[config.mk]
export PLATFORM = sky130hd
export DESIGN_NAME = core_top
export DESIGN_NICKNAME = d
export VERILOG_FILES = /design/src/common/core_pkg.sv /design/src/hw/fetch/fetch_unit.sv /design/src/hw/fetch/inst_queue.sv /design/src/hw/execute/regfile.sv /design/src/hw/execute/exec_stage.sv /design/src/hw/core_top.sv
export SDC_FILE = /design/constraint.sdc
export NUM_CORES = 2
export LEC_CHECK = 0
export CAP_MARGIN = 20
export CELL_PAD_IN_SITES_DETAIL_PLACEMENT = 1
export CELL_PAD_IN_SITES_GLOBAL_PLACEMENT = 1
export CORE_UTILIZATION = 40
export CTS_BUF_LIST = sky130_fd_sc_hd__clkbuf_4 sky130_fd_sc_hd__clkbuf_8 sky130_fd_sc_hd__clkbuf_16
export DETAILED_ROUTE_END_ITERATION = 12
export DONT_BUFFER_PORTS = 1
export GPL_TIMING_DRIVEN = 0
export PLACE_DENSITY = 0.63
export SLEW_MARGIN = 30
export SYNTH_ARGS = -nofsm -noshare
export SYNTH_HDL_FRONTEND = slang
export SYNTH_SLANG_ARGS = --single-unit
[constraint.sdc]
create_clock -name clk_i -period 10.6 [get_ports clk_i]
set_input_delay 1.06 -clock clk_i [delete_from_list [all_inputs] [get_ports clk_i]]
set_output_delay 1.06 -clock clk_i [all_outputs]
set_load 0.01 [all_outputs]
[src/common/core_pkg.sv]
`default_nettype none

package core_pkg;

    localparam int WORD_W = 32;
    localparam int REG_COUNT = 32;

    typedef logic [WORD_W-1:0] word_t;
    typedef logic [$clog2(REG_COUNT)-1:0] reg_addr_t;
    typedef logic [5:0] opcode_t;

    // lsb positions of the instruction word fields
    localparam int OPC_LSB = 26;
    localparam int RS_LSB = 21;
    localparam int RT_LSB = 16;
    localparam int RD_LSB = 11;
    localparam int SHAMT_LSB = 6;
    localparam int FUNCT_LSB = 0;
    localparam int IMM_LSB = 0;
    localparam int SHAMT_W = 5;
    localparam int IMM_W = 16;

    // I-type forms share the R-type members of the decoded operation
    typedef enum logic [3:0] {
        ALU_NOP,
        ALU_ADDU,
        ALU_SUBU,
        ALU_AND,
        ALU_OR,
        ALU_XOR,
        ALU_NOR,
        ALU_SLT,
        ALU_SLTU,
        ALU_SLL,
        ALU_SRL,
        ALU_LUI
    } alu_op_e;

    // major opcodes
    localparam opcode_t OPC_SPECIAL = 6'h00;
    localparam opcode_t OPC_ADDIU = 6'h09;
    localparam opcode_t OPC_SLTI = 6'h0a;
    localparam opcode_t OPC_ANDI = 6'h0c;
    localparam opcode_t OPC_ORI = 6'h0d;
    localparam opcode_t OPC_XORI = 6'h0e;
    localparam opcode_t OPC_LUI = 6'h0f;

    // function codes of the SPECIAL group
    localparam opcode_t FN_SLL = 6'h00;
    localparam opcode_t FN_SRL = 6'h02;
    localparam opcode_t FN_ADDU = 6'h21;
    localparam opcode_t FN_SUBU = 6'h23;
    localparam opcode_t FN_AND = 6'h24;
    localparam opcode_t FN_OR = 6'h25;
    localparam opcode_t FN_XOR = 6'h26;
    localparam opcode_t FN_NOR = 6'h27;
    localparam opcode_t FN_SLT = 6'h2a;
    localparam opcode_t FN_SLTU = 6'h2b;

endpackage

`default_nettype wire

[src/hw/fetch/fetch_unit.sv]
`timescale 1ns/100ps
`default_nettype none

module fetch_unit #(
    parameter core_pkg::word_t RESET_PC = 32'hbfc0_0000,
    parameter int QUEUE_DEPTH = 4,
    localparam int CNT_W = $clog2(QUEUE_DEPTH) + 1
) (
    input  wire logic             clk_i,
    input  wire logic             arst_n_i,

    input  wire logic [CNT_W-1:0] queue_count_i,

    input  wire logic             wb_ack_i,
    input  wire core_pkg::word_t  wb_dat_i,
    output logic                  wb_cyc_o,
    output logic                  wb_stb_o,
    output core_pkg::word_t       wb_adr_o,

    output logic                  push_o,
    output core_pkg::word_t       push_data_o
);

    logic            bus_active;
    core_pkg::word_t pc;
    logic            queue_has_room;

    // count already includes a word pushed at the last ack
    assign queue_has_room = queue_count_i < CNT_W'(QUEUE_DEPTH);

    always_ff @(posedge clk_i or negedge arst_n_i) begin
        if (!arst_n_i) begin
            bus_active <= 1'b0;
            pc <= RESET_PC;
        end else if (bus_active) begin
            // cycle closes on ack and one idle cycle follows
            if (wb_ack_i) begin
                bus_active <= 1'b0;
                pc <= pc + 32'd4;
            end
        end else if (queue_has_room) begin
            bus_active <= 1'b1;
        end
    end

    // cyc and stb always move together in a classic read
    assign wb_cyc_o = bus_active;
    assign wb_stb_o = bus_active;
    assign wb_adr_o = pc;

    // acked word goes straight into the queue
    assign push_o = bus_active & wb_ack_i;
    assign push_data_o = wb_dat_i;

    // request held with a stable address until the slave acks
    a_wb_hold: assert property (
        @(posedge clk_i) disable iff (!arst_n_i)
        wb_stb_o && !wb_ack_i |=> wb_cyc_o && wb_stb_o && $stable(wb_adr_o)
    ) else $error("wb request dropped or address changed before ack");

endmodule

`default_nettype wire

[src/hw/fetch/inst_queue.sv]
`timescale 1ns/100ps
`default_nettype none

module inst_queue #(
    parameter int QUEUE_DEPTH = 4,
    localparam int PTR_W = $clog2(QUEUE_DEPTH),
    localparam int CNT_W = PTR_W + 1
) (
    input  wire logic             clk_i,
    input  wire logic             arst_n_i,

    input  wire logic             push_i,
    input  wire core_pkg::word_t  push_data_i,

    input  wire logic             pop_i,
    output core_pkg::word_t       head_o,
    output logic                  empty_o,
    output logic [CNT_W-1:0]      count_o
);

    core_pkg::word_t  mem [QUEUE_DEPTH];
    logic [PTR_W-1:0] wr_ptr;
    logic [PTR_W-1:0] rd_ptr;
    logic [CNT_W-1:0] count;

    // storage
    always_ff @(posedge clk_i) begin
        if (push_i) begin
            mem[wr_ptr] <= push_data_i;
        end
    end

    // pointers wrap on their own since the depth is a power of two
    always_ff @(posedge clk_i or negedge arst_n_i) begin
        if (!arst_n_i) begin
            wr_ptr <= '0;
            rd_ptr <= '0;
            count <= '0;
        end else begin
            if (push_i) begin
                wr_ptr <= wr_ptr + 1'b1;
            end
            if (pop_i) begin
                rd_ptr <= rd_ptr + 1'b1;
            end
            case ({push_i, pop_i})
                2'b10: count <= count + 1'b1;
                2'b01: count <= count - 1'b1;
                default: count <= count;
            endcase
        end
    end

    assign head_o = mem[rd_ptr];
    assign empty_o = (count == '0);
    assign count_o = count;

    // fetch only requests with room left, so a push never meets a full queue
    a_no_overflow: assert property (
        @(posedge clk_i) disable iff (!arst_n_i)
        push_i |-> count < CNT_W'(QUEUE_DEPTH)
    ) else $error("push into full instruction queue");

    // the consumer must respect empty
    a_no_underflow: assert property (
        @(posedge clk_i) disable iff (!arst_n_i)
        pop_i |-> !empty_o
    ) else $error("pop from empty instruction queue");

endmodule

`default_nettype wire

[src/hw/execute/regfile.sv]
`timescale 1ns/100ps
`default_nettype none

module regfile (
    input  wire logic                clk_i,
    input  wire logic                arst_n_i,

    input  wire core_pkg::reg_addr_t raddr_a_i,
    input  wire core_pkg::reg_addr_t raddr_b_i,
    output core_pkg::word_t          rdata_a_o,
    output core_pkg::word_t          rdata_b_o,

    input  wire logic                we_i,
    input  wire core_pkg::reg_addr_t waddr_i,
    input  wire core_pkg::word_t     wdata_i
);

    // r0 has no storage
    core_pkg::word_t regs [1:core_pkg::REG_COUNT-1];

    always_ff @(posedge clk_i or negedge arst_n_i) begin
        if (!arst_n_i) begin
            for (int i = 1; i < core_pkg::REG_COUNT; i++) begin
                regs[i] <= '0;
            end
        end else if (we_i && waddr_i != '0) begin
            regs[waddr_i] <= wdata_i;
        end
    end

    // combinational reads without a write bypass
    // the execute stage forwards the value being written
    always_comb begin
        if (raddr_a_i == '0) begin
            rdata_a_o = '0;
        end else begin
            rdata_a_o = regs[raddr_a_i];
        end
    end

    always_comb begin
        if (raddr_b_i == '0) begin
            rdata_b_o = '0;
        end else begin
            rdata_b_o = regs[raddr_b_i];
        end
    end

endmodule

`default_nettype wire

[src/hw/execute/exec_stage.sv]
`timescale 1ns/100ps
`default_nettype none

module exec_stage (
    input  wire logic                clk_i,
    input  wire logic                arst_n_i,
    input  wire logic                stall_i,

    input  wire core_pkg::word_t     inst_i,
    input  wire logic                empty_i,
    output logic                     pop_o,

    output core_pkg::reg_addr_t      raddr_a_o,
    output core_pkg::reg_addr_t      raddr_b_o,
    input  wire core_pkg::word_t     rdata_a_i,
    input  wire core_pkg::word_t     rdata_b_i,

    output logic                     retire_we_o,
    output core_pkg::reg_addr_t      retire_addr_o,
    output core_pkg::word_t          retire_data_o
);

    localparam int REG_W = $bits(core_pkg::reg_addr_t);
    localparam int IMM_W = core_pkg::IMM_W;
    localparam int EXT_W = core_pkg::WORD_W - IMM_W;

    core_pkg::opcode_t          opcode;
    core_pkg::opcode_t          funct;
    core_pkg::reg_addr_t        rs;
    core_pkg::reg_addr_t        rt;
    core_pkg::reg_addr_t        rd;
    logic [core_pkg::SHAMT_W-1:0] shamt;
    logic [IMM_W-1:0]           imm;

    core_pkg::alu_op_e          alu_op;
    core_pkg::reg_addr_t        dest;
    logic                       use_imm;
    logic                       imm_signed;
    core_pkg::word_t            imm_ext;
    core_pkg::word_t            op_a;
    core_pkg::word_t            src_b;
    core_pkg::word_t            op_b;
    core_pkg::word_t            result;
    logic                       retire_en;

    // instruction fields
    assign opcode = inst_i[core_pkg::OPC_LSB +: 6];
    assign funct = inst_i[core_pkg::FUNCT_LSB +: 6];
    assign rs = inst_i[core_pkg::RS_LSB +: REG_W];
    assign rt = inst_i[core_pkg::RT_LSB +: REG_W];
    assign rd = inst_i[core_pkg::RD_LSB +: REG_W];
    assign shamt = inst_i[core_pkg::SHAMT_LSB +: core_pkg::SHAMT_W];
    assign imm = inst_i[core_pkg::IMM_LSB +: IMM_W];

    always_comb begin
        alu_op = core_pkg::ALU_NOP;
        case (opcode)
            core_pkg::OPC_SPECIAL: begin
                case (funct)
                    core_pkg::FN_ADDU: alu_op = core_pkg::ALU_ADDU;
                    core_pkg::FN_SUBU: alu_op = core_pkg::ALU_SUBU;
                    core_pkg::FN_AND: alu_op = core_pkg::ALU_AND;
                    core_pkg::FN_OR: alu_op = core_pkg::ALU_OR;
                    core_pkg::FN_XOR: alu_op = core_pkg::ALU_XOR;
                    core_pkg::FN_NOR: alu_op = core_pkg::ALU_NOR;
                    core_pkg::FN_SLT: alu_op = core_pkg::ALU_SLT;
                    core_pkg::FN_SLTU: alu_op = core_pkg::ALU_SLTU;
                    core_pkg::FN_SLL: alu_op = core_pkg::ALU_SLL;
                    core_pkg::FN_SRL: alu_op = core_pkg::ALU_SRL;
                    default: alu_op = core_pkg::ALU_NOP;
                endcase
            end
            core_pkg::OPC_ADDIU: alu_op = core_pkg::ALU_ADDU;
            core_pkg::OPC_SLTI: alu_op = core_pkg::ALU_SLT;
            core_pkg::OPC_ANDI: alu_op = core_pkg::ALU_AND;
            core_pkg::OPC_ORI: alu_op = core_pkg::ALU_OR;
            core_pkg::OPC_XORI: alu_op = core_pkg::ALU_XOR;
            core_pkg::OPC_LUI: alu_op = core_pkg::ALU_LUI;
            default: alu_op = core_pkg::ALU_NOP;
        endcase
    end

    // I-type writes rt, arithmetic forms sign extend, logic forms zero extend
    assign use_imm = (opcode != core_pkg::OPC_SPECIAL);
    assign dest = use_imm ? rt : rd;
    assign imm_signed = (opcode == core_pkg::OPC_ADDIU) || (opcode == core_pkg::OPC_SLTI);
    assign imm_ext = imm_signed ? {{EXT_W{imm[IMM_W-1]}}, imm} : {{EXT_W{1'b0}}, imm};

    // writeback value bypasses the not yet written register
    assign raddr_a_o = rs;
    assign raddr_b_o = rt;
    assign op_a = (retire_we_o && retire_addr_o == rs) ? retire_data_o : rdata_a_i;
    assign src_b = (retire_we_o && retire_addr_o == rt) ? retire_data_o : rdata_b_i;
    assign op_b = use_imm ? imm_ext : src_b;

    always_comb begin
        case (alu_op)
            core_pkg::ALU_ADDU: result = op_a + op_b;
            core_pkg::ALU_SUBU: result = op_a - op_b;
            core_pkg::ALU_AND: result = op_a & op_b;
            core_pkg::ALU_OR: result = op_a | op_b;
            core_pkg::ALU_XOR: result = op_a ^ op_b;
            core_pkg::ALU_NOR: result = ~(op_a | op_b);
            core_pkg::ALU_SLT: result = {31'b0, $signed(op_a) < $signed(op_b)};
            core_pkg::ALU_SLTU: result = {31'b0, op_a < op_b};
            // shifts act on rt by shamt
            core_pkg::ALU_SLL: result = op_b << shamt;
            core_pkg::ALU_SRL: result = op_b >> shamt;
            core_pkg::ALU_LUI: result = {imm, {EXT_W{1'b0}}};
            default: result = '0;
        endcase
    end

    assign pop_o = !empty_i && !stall_i;
    assign retire_en = pop_o && (alu_op != core_pkg::ALU_NOP) && (dest != '0);

    always_ff @(posedge clk_i or negedge arst_n_i) begin
        if (!arst_n_i) begin
            retire_we_o <= 1'b0;
        end else begin
            retire_we_o <= retire_en;
        end
    end

    always_ff @(posedge clk_i) begin
        if (retire_en) begin
            retire_addr_o <= dest;
            retire_data_o <= result;
        end
    end

    a_no_r0_retire: assert property (
        @(posedge clk_i) disable iff (!arst_n_i)
        retire_we_o |-> retire_addr_o != '0
    ) else $error("retire to r0");

endmodule

`default_nettype wire

[src/hw/core_top.sv]
`timescale 1ns/100ps
`default_nettype none

module core_top #(
    parameter core_pkg::word_t RESET_PC = 32'hbfc0_0000,
    parameter int QUEUE_DEPTH = 4
) (
    input  wire logic                clk_i,
    input  wire logic                arst_n_i,
    input  wire logic                stall_i,

    output logic                     wb_cyc_o,
    output logic                     wb_stb_o,
    output core_pkg::word_t          wb_adr_o,
    input  wire core_pkg::word_t     wb_dat_i,
    input  wire logic                wb_ack_i,

    output logic                     retire_we_o,
    output core_pkg::reg_addr_t      retire_addr_o,
    output core_pkg::word_t          retire_data_o
);

    localparam int CNT_W = $clog2(QUEUE_DEPTH) + 1;

    // fetch to queue
    logic                push;
    core_pkg::word_t     push_data;
    logic [CNT_W-1:0]    queue_count;

    // queue to execute
    core_pkg::word_t     queue_head;
    logic                queue_empty;
    logic                queue_pop;

    // register file read ports
    core_pkg::reg_addr_t raddr_a;
    core_pkg::reg_addr_t raddr_b;
    core_pkg::word_t     rdata_a;
    core_pkg::word_t     rdata_b;

    fetch_unit #(
        .RESET_PC(RESET_PC),
        .QUEUE_DEPTH(QUEUE_DEPTH)
    ) fetch_unit_inst (
        .clk_i,
        .arst_n_i,
        .queue_count_i(queue_count),
        .wb_ack_i,
        .wb_dat_i,
        .wb_cyc_o,
        .wb_stb_o,
        .wb_adr_o,
        .push_o(push),
        .push_data_o(push_data)
    );

    inst_queue #(
        .QUEUE_DEPTH(QUEUE_DEPTH)
    ) inst_queue_inst (
        .clk_i,
        .arst_n_i,
        .push_i(push),
        .push_data_i(push_data),
        .pop_i(queue_pop),
        .head_o(queue_head),
        .empty_o(queue_empty),
        .count_o(queue_count)
    );

    // writeback port is fed by the retire triple
    regfile regfile_inst (
        .clk_i,
        .arst_n_i,
        .raddr_a_i(raddr_a),
        .raddr_b_i(raddr_b),
        .rdata_a_o(rdata_a),
        .rdata_b_o(rdata_b),
        .we_i(retire_we_o),
        .waddr_i(retire_addr_o),
        .wdata_i(retire_data_o)
    );

    exec_stage exec_stage_inst (
        .clk_i,
        .arst_n_i,
        .stall_i,
        .inst_i(queue_head),
        .empty_i(queue_empty),
        .pop_o(queue_pop),
        .raddr_a_o(raddr_a),
        .raddr_b_o(raddr_b),
        .rdata_a_i(rdata_a),
        .rdata_b_i(rdata_b),
        .retire_we_o,
        .retire_addr_o,
        .retire_data_o
    );

endmodule

`default_nettype wire

# Yosys cells after proc, flatten, opt, wreduce, memory -nomap -nowiden
# Memory sizes are Yosys's and may differ from the RTL's.
# Cells that the tools add are included.
[totals]
regBits = 1070
mem_bits_rw = 128
inputBits = 36
out_inout_bits = 72
elab_cells = 140
mem_count = 1
[classes]
addsub = 7
n_lt_le_gt_ge = 7
n_eq_ne = 30
shift = 2
muxes = 25
bitwise = 8
n_reduce_logical = 21
[memory_table]
columns = ["memory", "words", "width", "read_ports", "rd_ports_with_merged_regs", "write_ports", "line", "rtl"]
rows = [
  ["inst_queue_inst.mem", 4, 32, 1, 0, 1, "inst_queue.sv:21", "core_pkg::word_t mem [QUEUE_DEPTH];"],
]
[op_table]
columns = ["op", "n"]
rows = [
  ["$bwmux 992", 1],
  ["$mux 32", 11],
  ["$pmux 32 s11", 1],
  ["$bmux 32 s5", 2],
  ["$demux 32 s5", 1],
  ["$lt 32x32->1", 2],
  ["$eq 6x6->1 const B", 8],
  ["$pmux 4 s10", 1],
  ["$eq 6x4->1 const B", 6],
  ["$add 32x3->32 const B", 1],
  ["$add 32x32->32", 1],
  ["$and 32x32->32", 1],
  ["$not 32->32", 1],
  ["$or 32x32->32", 1],
  ["$shl 32x5->32", 1],
  ["$shr 32x5->32", 1],
  ["$sub 32x32->32", 1],
  ["$xor 32x32->32", 1],
  ["$pmux 4 s7", 1],
  ["$ge 6x6->1 const B", 3],
  ["$not 5->6", 3],
  ["$eq 4x3->1 const B", 4],
  ["$eq 4x4->1 const B", 4],
  ["$logic_not 6->1", 2],
  ["25 further kinds", 41],
]

# Longest topological paths before layout
# An unclocked memory read counts as a cell.
[logic_depth]
depth_word = 11
ltp_mapped = 31
ltp_nobuf = 24

# Hierarchy
# A second synthesis with hierarchy kept.
[unflattened]
hier_cells = 5648
hier_area_um2 = 72218.0
[by_module_without_submodules]
columns = ["module", "n_inst", "cells_per_inst", "area_per_inst_um2", "seq_area_each_um2"]
rows = [
  ["regfile", 1, 3666, 53501.3, 24823.8],
  ["exec_stage", 1, 1625, 11987.7, 1136.1],
  ["inst_queue", 1, 204, 5057.4, 4018.9],
  ["fetch_unit", 1, 153, 1671.6, 787.0],
]

# Worst setup path after synthesis
# OpenSTA, ideal clock, no wires.
[synth_path]
kind = "register to register"
start = "register inst_queue_inst.rd_ptr[1]"
end = "register exec_stage_inst.retire_data_o[31] (data pin)"
setup_time_ps = 274
arrival_time_ps = 6495
t_required_ps = 10326
path_slack_ps = 3831
stages_incl_launch_ff = 26
n_path_buf = 7
period_less_slack_ps = 6769
cell_sequence = "dfrtp_1 > buf_2 > buf_4 > clkbuf_1 > o21a_1 > clkbuf_1 > clkbuf_1 > buf_1 > mux4_2 > mux4_2 > nand2_1 > o31ai_1 > a22o_1 > ha_1 > clkbuf_1 > a21oi_1 > a21oi_1 > o31ai_1 > o22ai_1 > or4_1 > a31oi_1 > o21ai_0 > a311o_1 > nand2_1 > mux2i_1 > nand4_1"
[synth_via]
elab_chain_cells = 11
elab_cells_between_ends = 62
classes_between = "add/sub: 2; eq/ne: 28; shift: 2; mux: 15; bitwise: 6; reduce/logical: 8; memory: 1"
[synth_lines]
columns = ["item", "line", "rtl"]
rows = [
  ["from (decl)", "inst_queue.sv:23", "logic [PTR_W-1:0] rd_ptr;"],
  ["from (signal assigned)", "inst_queue.sv:44", "rd_ptr <= rd_ptr + 1'b1;"],
  ["$mem_v2 4x32 (*)", "n/a", ""],
  ["parallel branches: the longest is 9 deep, another holds $sub 32x32->32", "n/a", ""],
  ["$pmux 32 s11 (*)", "exec_stage.sv:97", "case (alu_op)"],
  ["to (signal assigned)", "exec_stage.sv:128", "retire_data_o <= result;"],
  ["to (decl)", "exec_stage.sv:20", "output core_pkg::word_t retire_data_o"],
]
# Mark *: on every way between the ends. The select of a mux whose other input is x is not followed.
# A chain may end at the register's enable or synchronous reset.

# Final worst setup path
[layout_path]
start = "register inst_queue_inst.rd_ptr[1]"
end = "register exec_stage_inst.retire_data_o[30] (data pin)"
# Same word-level chain as after synthesis.

==> results.sh <==
export IMPL_violations="negative setup slack"
export IMPL_tightest_slew_ns=1.21
export IMPL_crit_path_max_fanout=21
export IMPL_max_stage_delay_ns=0.95
export IMPL_dp_cells=8773
export IMPL_crit_path_end_kind="flop"
export IMPL_min_period_over_period_pct=101
export IMPL_drive_gt1_share_pct=28.1
export IMPL_critical_path_class="reg2reg"
export IMPL_path_delay_family="compound AO/OA/AOI/OAI gates"
export IMPL_worstSkewPairLatency_ns=0.87
export IMPL_core_um2=179000
export IMPL_p_per_area_nw_per_um2=413
export IMPL_syn_area_per_cell_um2=11.4
export IMPL_clock_fmax_mhz=93.8
export IMPL_r2r_start="inst_queue_inst.rd_ptr[1]"
export IMPL_grt_start_max_net_pins=197
export IMPL_maxCapViolCount=0
export IMPL_fin_nets=6715
export IMPL_die_height_um=427
export IMPL_regArea_um2=30800
export IMPL_grt_util_all_layers_pct=45.5
export IMPL_start_util_pct=40.4
export IMPL_ys_ff_latch=1196
export IMPL_hold_path_class="in2async"
export IMPL_drc=0
export IMPL_cts_setup_buffers=0
export IMPL_cts_tree="built"
export IMPL_status="finished, violations left"
export IMPL_rsz0062_at_grt="yes"
export IMPL_area_growth_pct=13.8
export IMPL_h_tree_depth=4
export IMPL_cp_required_ns=11.15
export IMPL_synth_cells=6350
export IMPL_finalHoldViolCount=0
export IMPL_p_leak_nw=36.5
export IMPL_clkTransAtPathRegs_ns=0.06
export IMPL_vias=64200
export IMPL_nFillCells=18800
export IMPL_multiInputGateArea_um2=38800
export IMPL_netlist_area_um2=72200
export IMPL_relSlewSlack_pct=19.1
export IMPL_critPathLaunchType="flop"
export IMPL_cts_buffers=143
export IMPL_post_layout_nonfiller_instances=9056
export IMPL_overflow=0
export IMPL_setup_viol=1
export IMPL_path_common_cell="clkbuf_1"
export IMPL_vias_per_cell=7.09
export IMPL_grt_pass1_wl_um=556000
export IMPL_clockBufferDepth=3
export IMPL_port_buffers=0
export IMPL_crit_slowest_cell="o31ai_1"
export IMPL_ys_types=101
export IMPL_grt_pass1_vias=62300
export IMPL_r2r_end="exec_stage_inst.retire_data_o[30]"
export IMPL_async_flop_share_pct=86.2
export IMPL_routed_wl_um=421000
export IMPL_final_setup_worst_slack_ns=-0.0663
export IMPL_synth_main_ff_cell="dfrtp_1"
export IMPL_synth_warnings=0
export IMPL_ios=108
export IMPL_place_congestion=1.08
export IMPL_synth_seq_area_share_pct=42.6
export IMPL_post_route_min_period_ns=10.67
export IMPL_cts_root_buf="clkbuf_16"
export IMPL_skew_ns=0.0572
export IMPL_slew_viol_final=0
export IMPL_wl_per_cell_um=46.4
export IMPL_firstDrtPassIters=7
export IMPL_die_w_um=427
export IMPL_rrSetupSlack_ns=-0.07
export IMPL_drtAntennaViolNets=0
export IMPL_critPathBufInv=9
export IMPL_synth_edf_count=165
export IMPL_cts_sinks=1196
export IMPL_row_count=155
export IMPL_dp_hpwl_um=316000
export IMPL_drt_iter0_drc=9238
export IMPL_fin_setup_tns_ns=-0.0663
export IMPL_r2r_cells=26
export IMPL_antenna_found_initial=42
export IMPL_die_area_um2=182000
export IMPL_crit_arrival_ns=11.21
export IMPL_ir_drop_mv=0.228
[Yosys cell counts (all sizes together) (11+ instances only)]
| library cell | count | area, µm² |
|---|---|---|
| a2111oi | 15 | 194 |
| a211oi | 83 | 623 |
| a21o | 20 | 150 |
| a21oi | 160 | 805 |
| a221oi | 57 | 505 |
| a22o | 42 | 368 |
| a22oi | 21 | 158 |
| a311o | 23 | 230 |
| a311oi | 18 | 158 |
| a31oi | 62 | 388 |
| a32oi | 51 | 447 |
| and2 | 44 | 275 |
| and3 | 24 | 150 |
| buf | 205 | 1210 |
| clkbuf | 371 | 1390 |
| dfrtp | 1022 | 25600 |
| edfxtp | 165 | 4950 |
| ha | 105 | 1310 |
| inv | 133 | 499 |
| mux2 | 907 | 10200 |
| mux2i | 633 | 6340 |
| mux4 | 258 | 5810 |
| nand2 | 718 | 2700 |
| nand2b | 17 | 106 |
| nand3 | 60 | 300 |
| nand4 | 17 | 113 |
| nor2 | 227 | 855 |
| nor2b | 36 | 225 |
| nor3 | 80 | 480 |
| nor3b | 11 | 82.6 |
| nor4 | 42 | 303 |
| o2111ai | 13 | 114 |
| o211ai | 31 | 233 |
| o21a | 12 | 90.1 |
| o21ai | 243 | 1220 |
| o21bai | 16 | 120 |
| o221ai | 41 | 378 |
| o22ai | 87 | 551 |
| o31ai | 53 | 442 |
| o32ai | 31 | 313 |
| or2 | 21 | 131 |
| or3 | 11 | 68.8 |
| xnor2 | 48 | 420 |
| xor2 | 17 | 149 |
[kinds of logic (layout without fill, tap and decap cells)]
group                      count (synthesis)  after routing  synth area share [%]
AOI/OAI and AO/OA                       1136           1136                  11.1
xor gates and xnor gates                  65             65                 0.788
adders and majority gates                108            108                  1.90
buffers and inverters                    709           1040                  4.29
DFF                                     1196           1196                  42.6
muxes                                   1798           1798                  31.0
other                                      1             21               0.00519
and+or+nand+nor                         1337           1337                  8.35
[cells in the final DEF, fill, tap and decap left out, drive strengths merged, types with 165 or more instances in the layout]
master / synthesis / final
nor2: 227 / 227
mux4: 258 / 258
buf: 205 / 277
dfrtp: 1022 / 1022
edfxtp: 165 / 165
o21ai: 243 / 243
nand2: 718 / 718
mux2i: 633 / 633
mux2: 907 / 907
clkbuf: 371 / 583
[final cells by class]
cell class,count,share of cell area (%)
inverter,133,0.607
timing repair buffer,76,1.74
clock buffer,209,5.25
tap,2355,3.58
buffer,575,3.36
sequential,1196,37.4
antenna,19,0.0578
clock inverter,47,0.798
multi-input combinational,4446,47.2
[how the worst max path moves through the flow]
stage	startpoint	end	slack [ns]	depth (start not counted)
detailed placement	inst_queue_inst.rd_ptr[1]	exec_stage_inst.retire_data_o[30]	-0.63	27
floorplan	inst_queue_inst.rd_ptr[1]	exec_stage_inst.retire_data_o[31]	3.83	25
global route	inst_queue_inst.rd_ptr[1]	exec_stage_inst.retire_data_o[30]	-0.05	26
finish	inst_queue_inst.rd_ptr[1]	exec_stage_inst.retire_data_o[30]	-0.07	26
CTS	inst_queue_inst.rd_ptr[1]	exec_stage_inst.retire_data_o[30]	0.1	26
global placement	inst_queue_inst.rd_ptr[0]	exec_stage_inst.retire_data_o[20]	-1.31	26
[worst register-to-register path, cell delays in order (launching register included)]
cell	delay [ns]
dfrtp_1	0.35
buf_2	0.29
buf_4	0.28
clkbuf_1	0.46
o21a_1	0.21
clkbuf_1	0.47
buf_4	0.61
clkbuf_1	0.73
buf_1	0.83
nand2_1	0.13
a31oi_1	0.48
o22ai_1	0.17
o31ai_1	0.95
a22o_1	0.46
ha_1	0.19
clkbuf_1	0.31
inv_1	0.13
a21oi_1	0.22
a31oi_1	0.22
o311ai_1	0.83
nand4b_1	0.33
a311oi_1	0.66
o21bai_1	0.15
a21boi_0	0.37
xor2_1	0.11
a21oi_1	0.29
nand3_1	0.15
[routing by layer]
layer / vias up / global-route usage (%) / routed length, µm
met4: 22 / 30.6 / 34000
met1: 33900 / 59.5 / 165000
met3: 1267 / 17.8 / 55100
met5: - / 0 / 199
li1: 24200 / - / -
met2: 4804 / 61.4 / 167000
[what timing repair did]
| action | 4_1_cts | 5_1_grt |
|---|---|---|
| hold buffers | 1 | 0 |
| endpoints found under the setup margin | 19 | 11 |
| endpoints found under the hold margin | 87 | 0 |
| gates resized for setup | 3 | 7 |
[power by group]
| group | total [mW] | leakage [nW] | switching, mW | internal [mW] |
|---|---|---|---|---|
| clock network | 5.31 | 2.50 | 2.24 | 3.07 |
| registers | 7.01 | 15.6 | 1.13 | 5.88 |
| logic | 21.6 | 18.4 | 15.5 | 6.14 |
[metrics by stage]
stage	power [mW]	utilization, %	worst slack [ns]	hold slack, ns	cell area [µm²]
CTS	32.5	45.8	0.0972	0.151	82000
floorplan	16.8	-	3.83	0.459	72200
finish	33.9	46.0	-0.0663	0.0896	82200
global route	33.9	45.9	-0.0503	0.126	82100
detailed placement	27.1	43.0	-0.630	0.492	77000
global placement	26.1	42.0	-1.31	0.484	75200
[registers in the layout (all words and copies together) (netlist names)]
name and flops:
fetch_unit_inst.wb_cyc_o 1, exec_stage_inst.retire_addr_o 5, inst_queue_inst.wr_ptr 2, inst_queue_inst.rd_ptr 2, inst_queue_inst.mem 128, regfile_inst.regs 992, fetch_unit_inst.wb_adr_o 30, exec_stage_inst.retire_data_o 32
exec_stage_inst.retire_we_o 1, inst_queue_inst.count_o 3
Note: power is estimated with default switching activity, not from simulation.
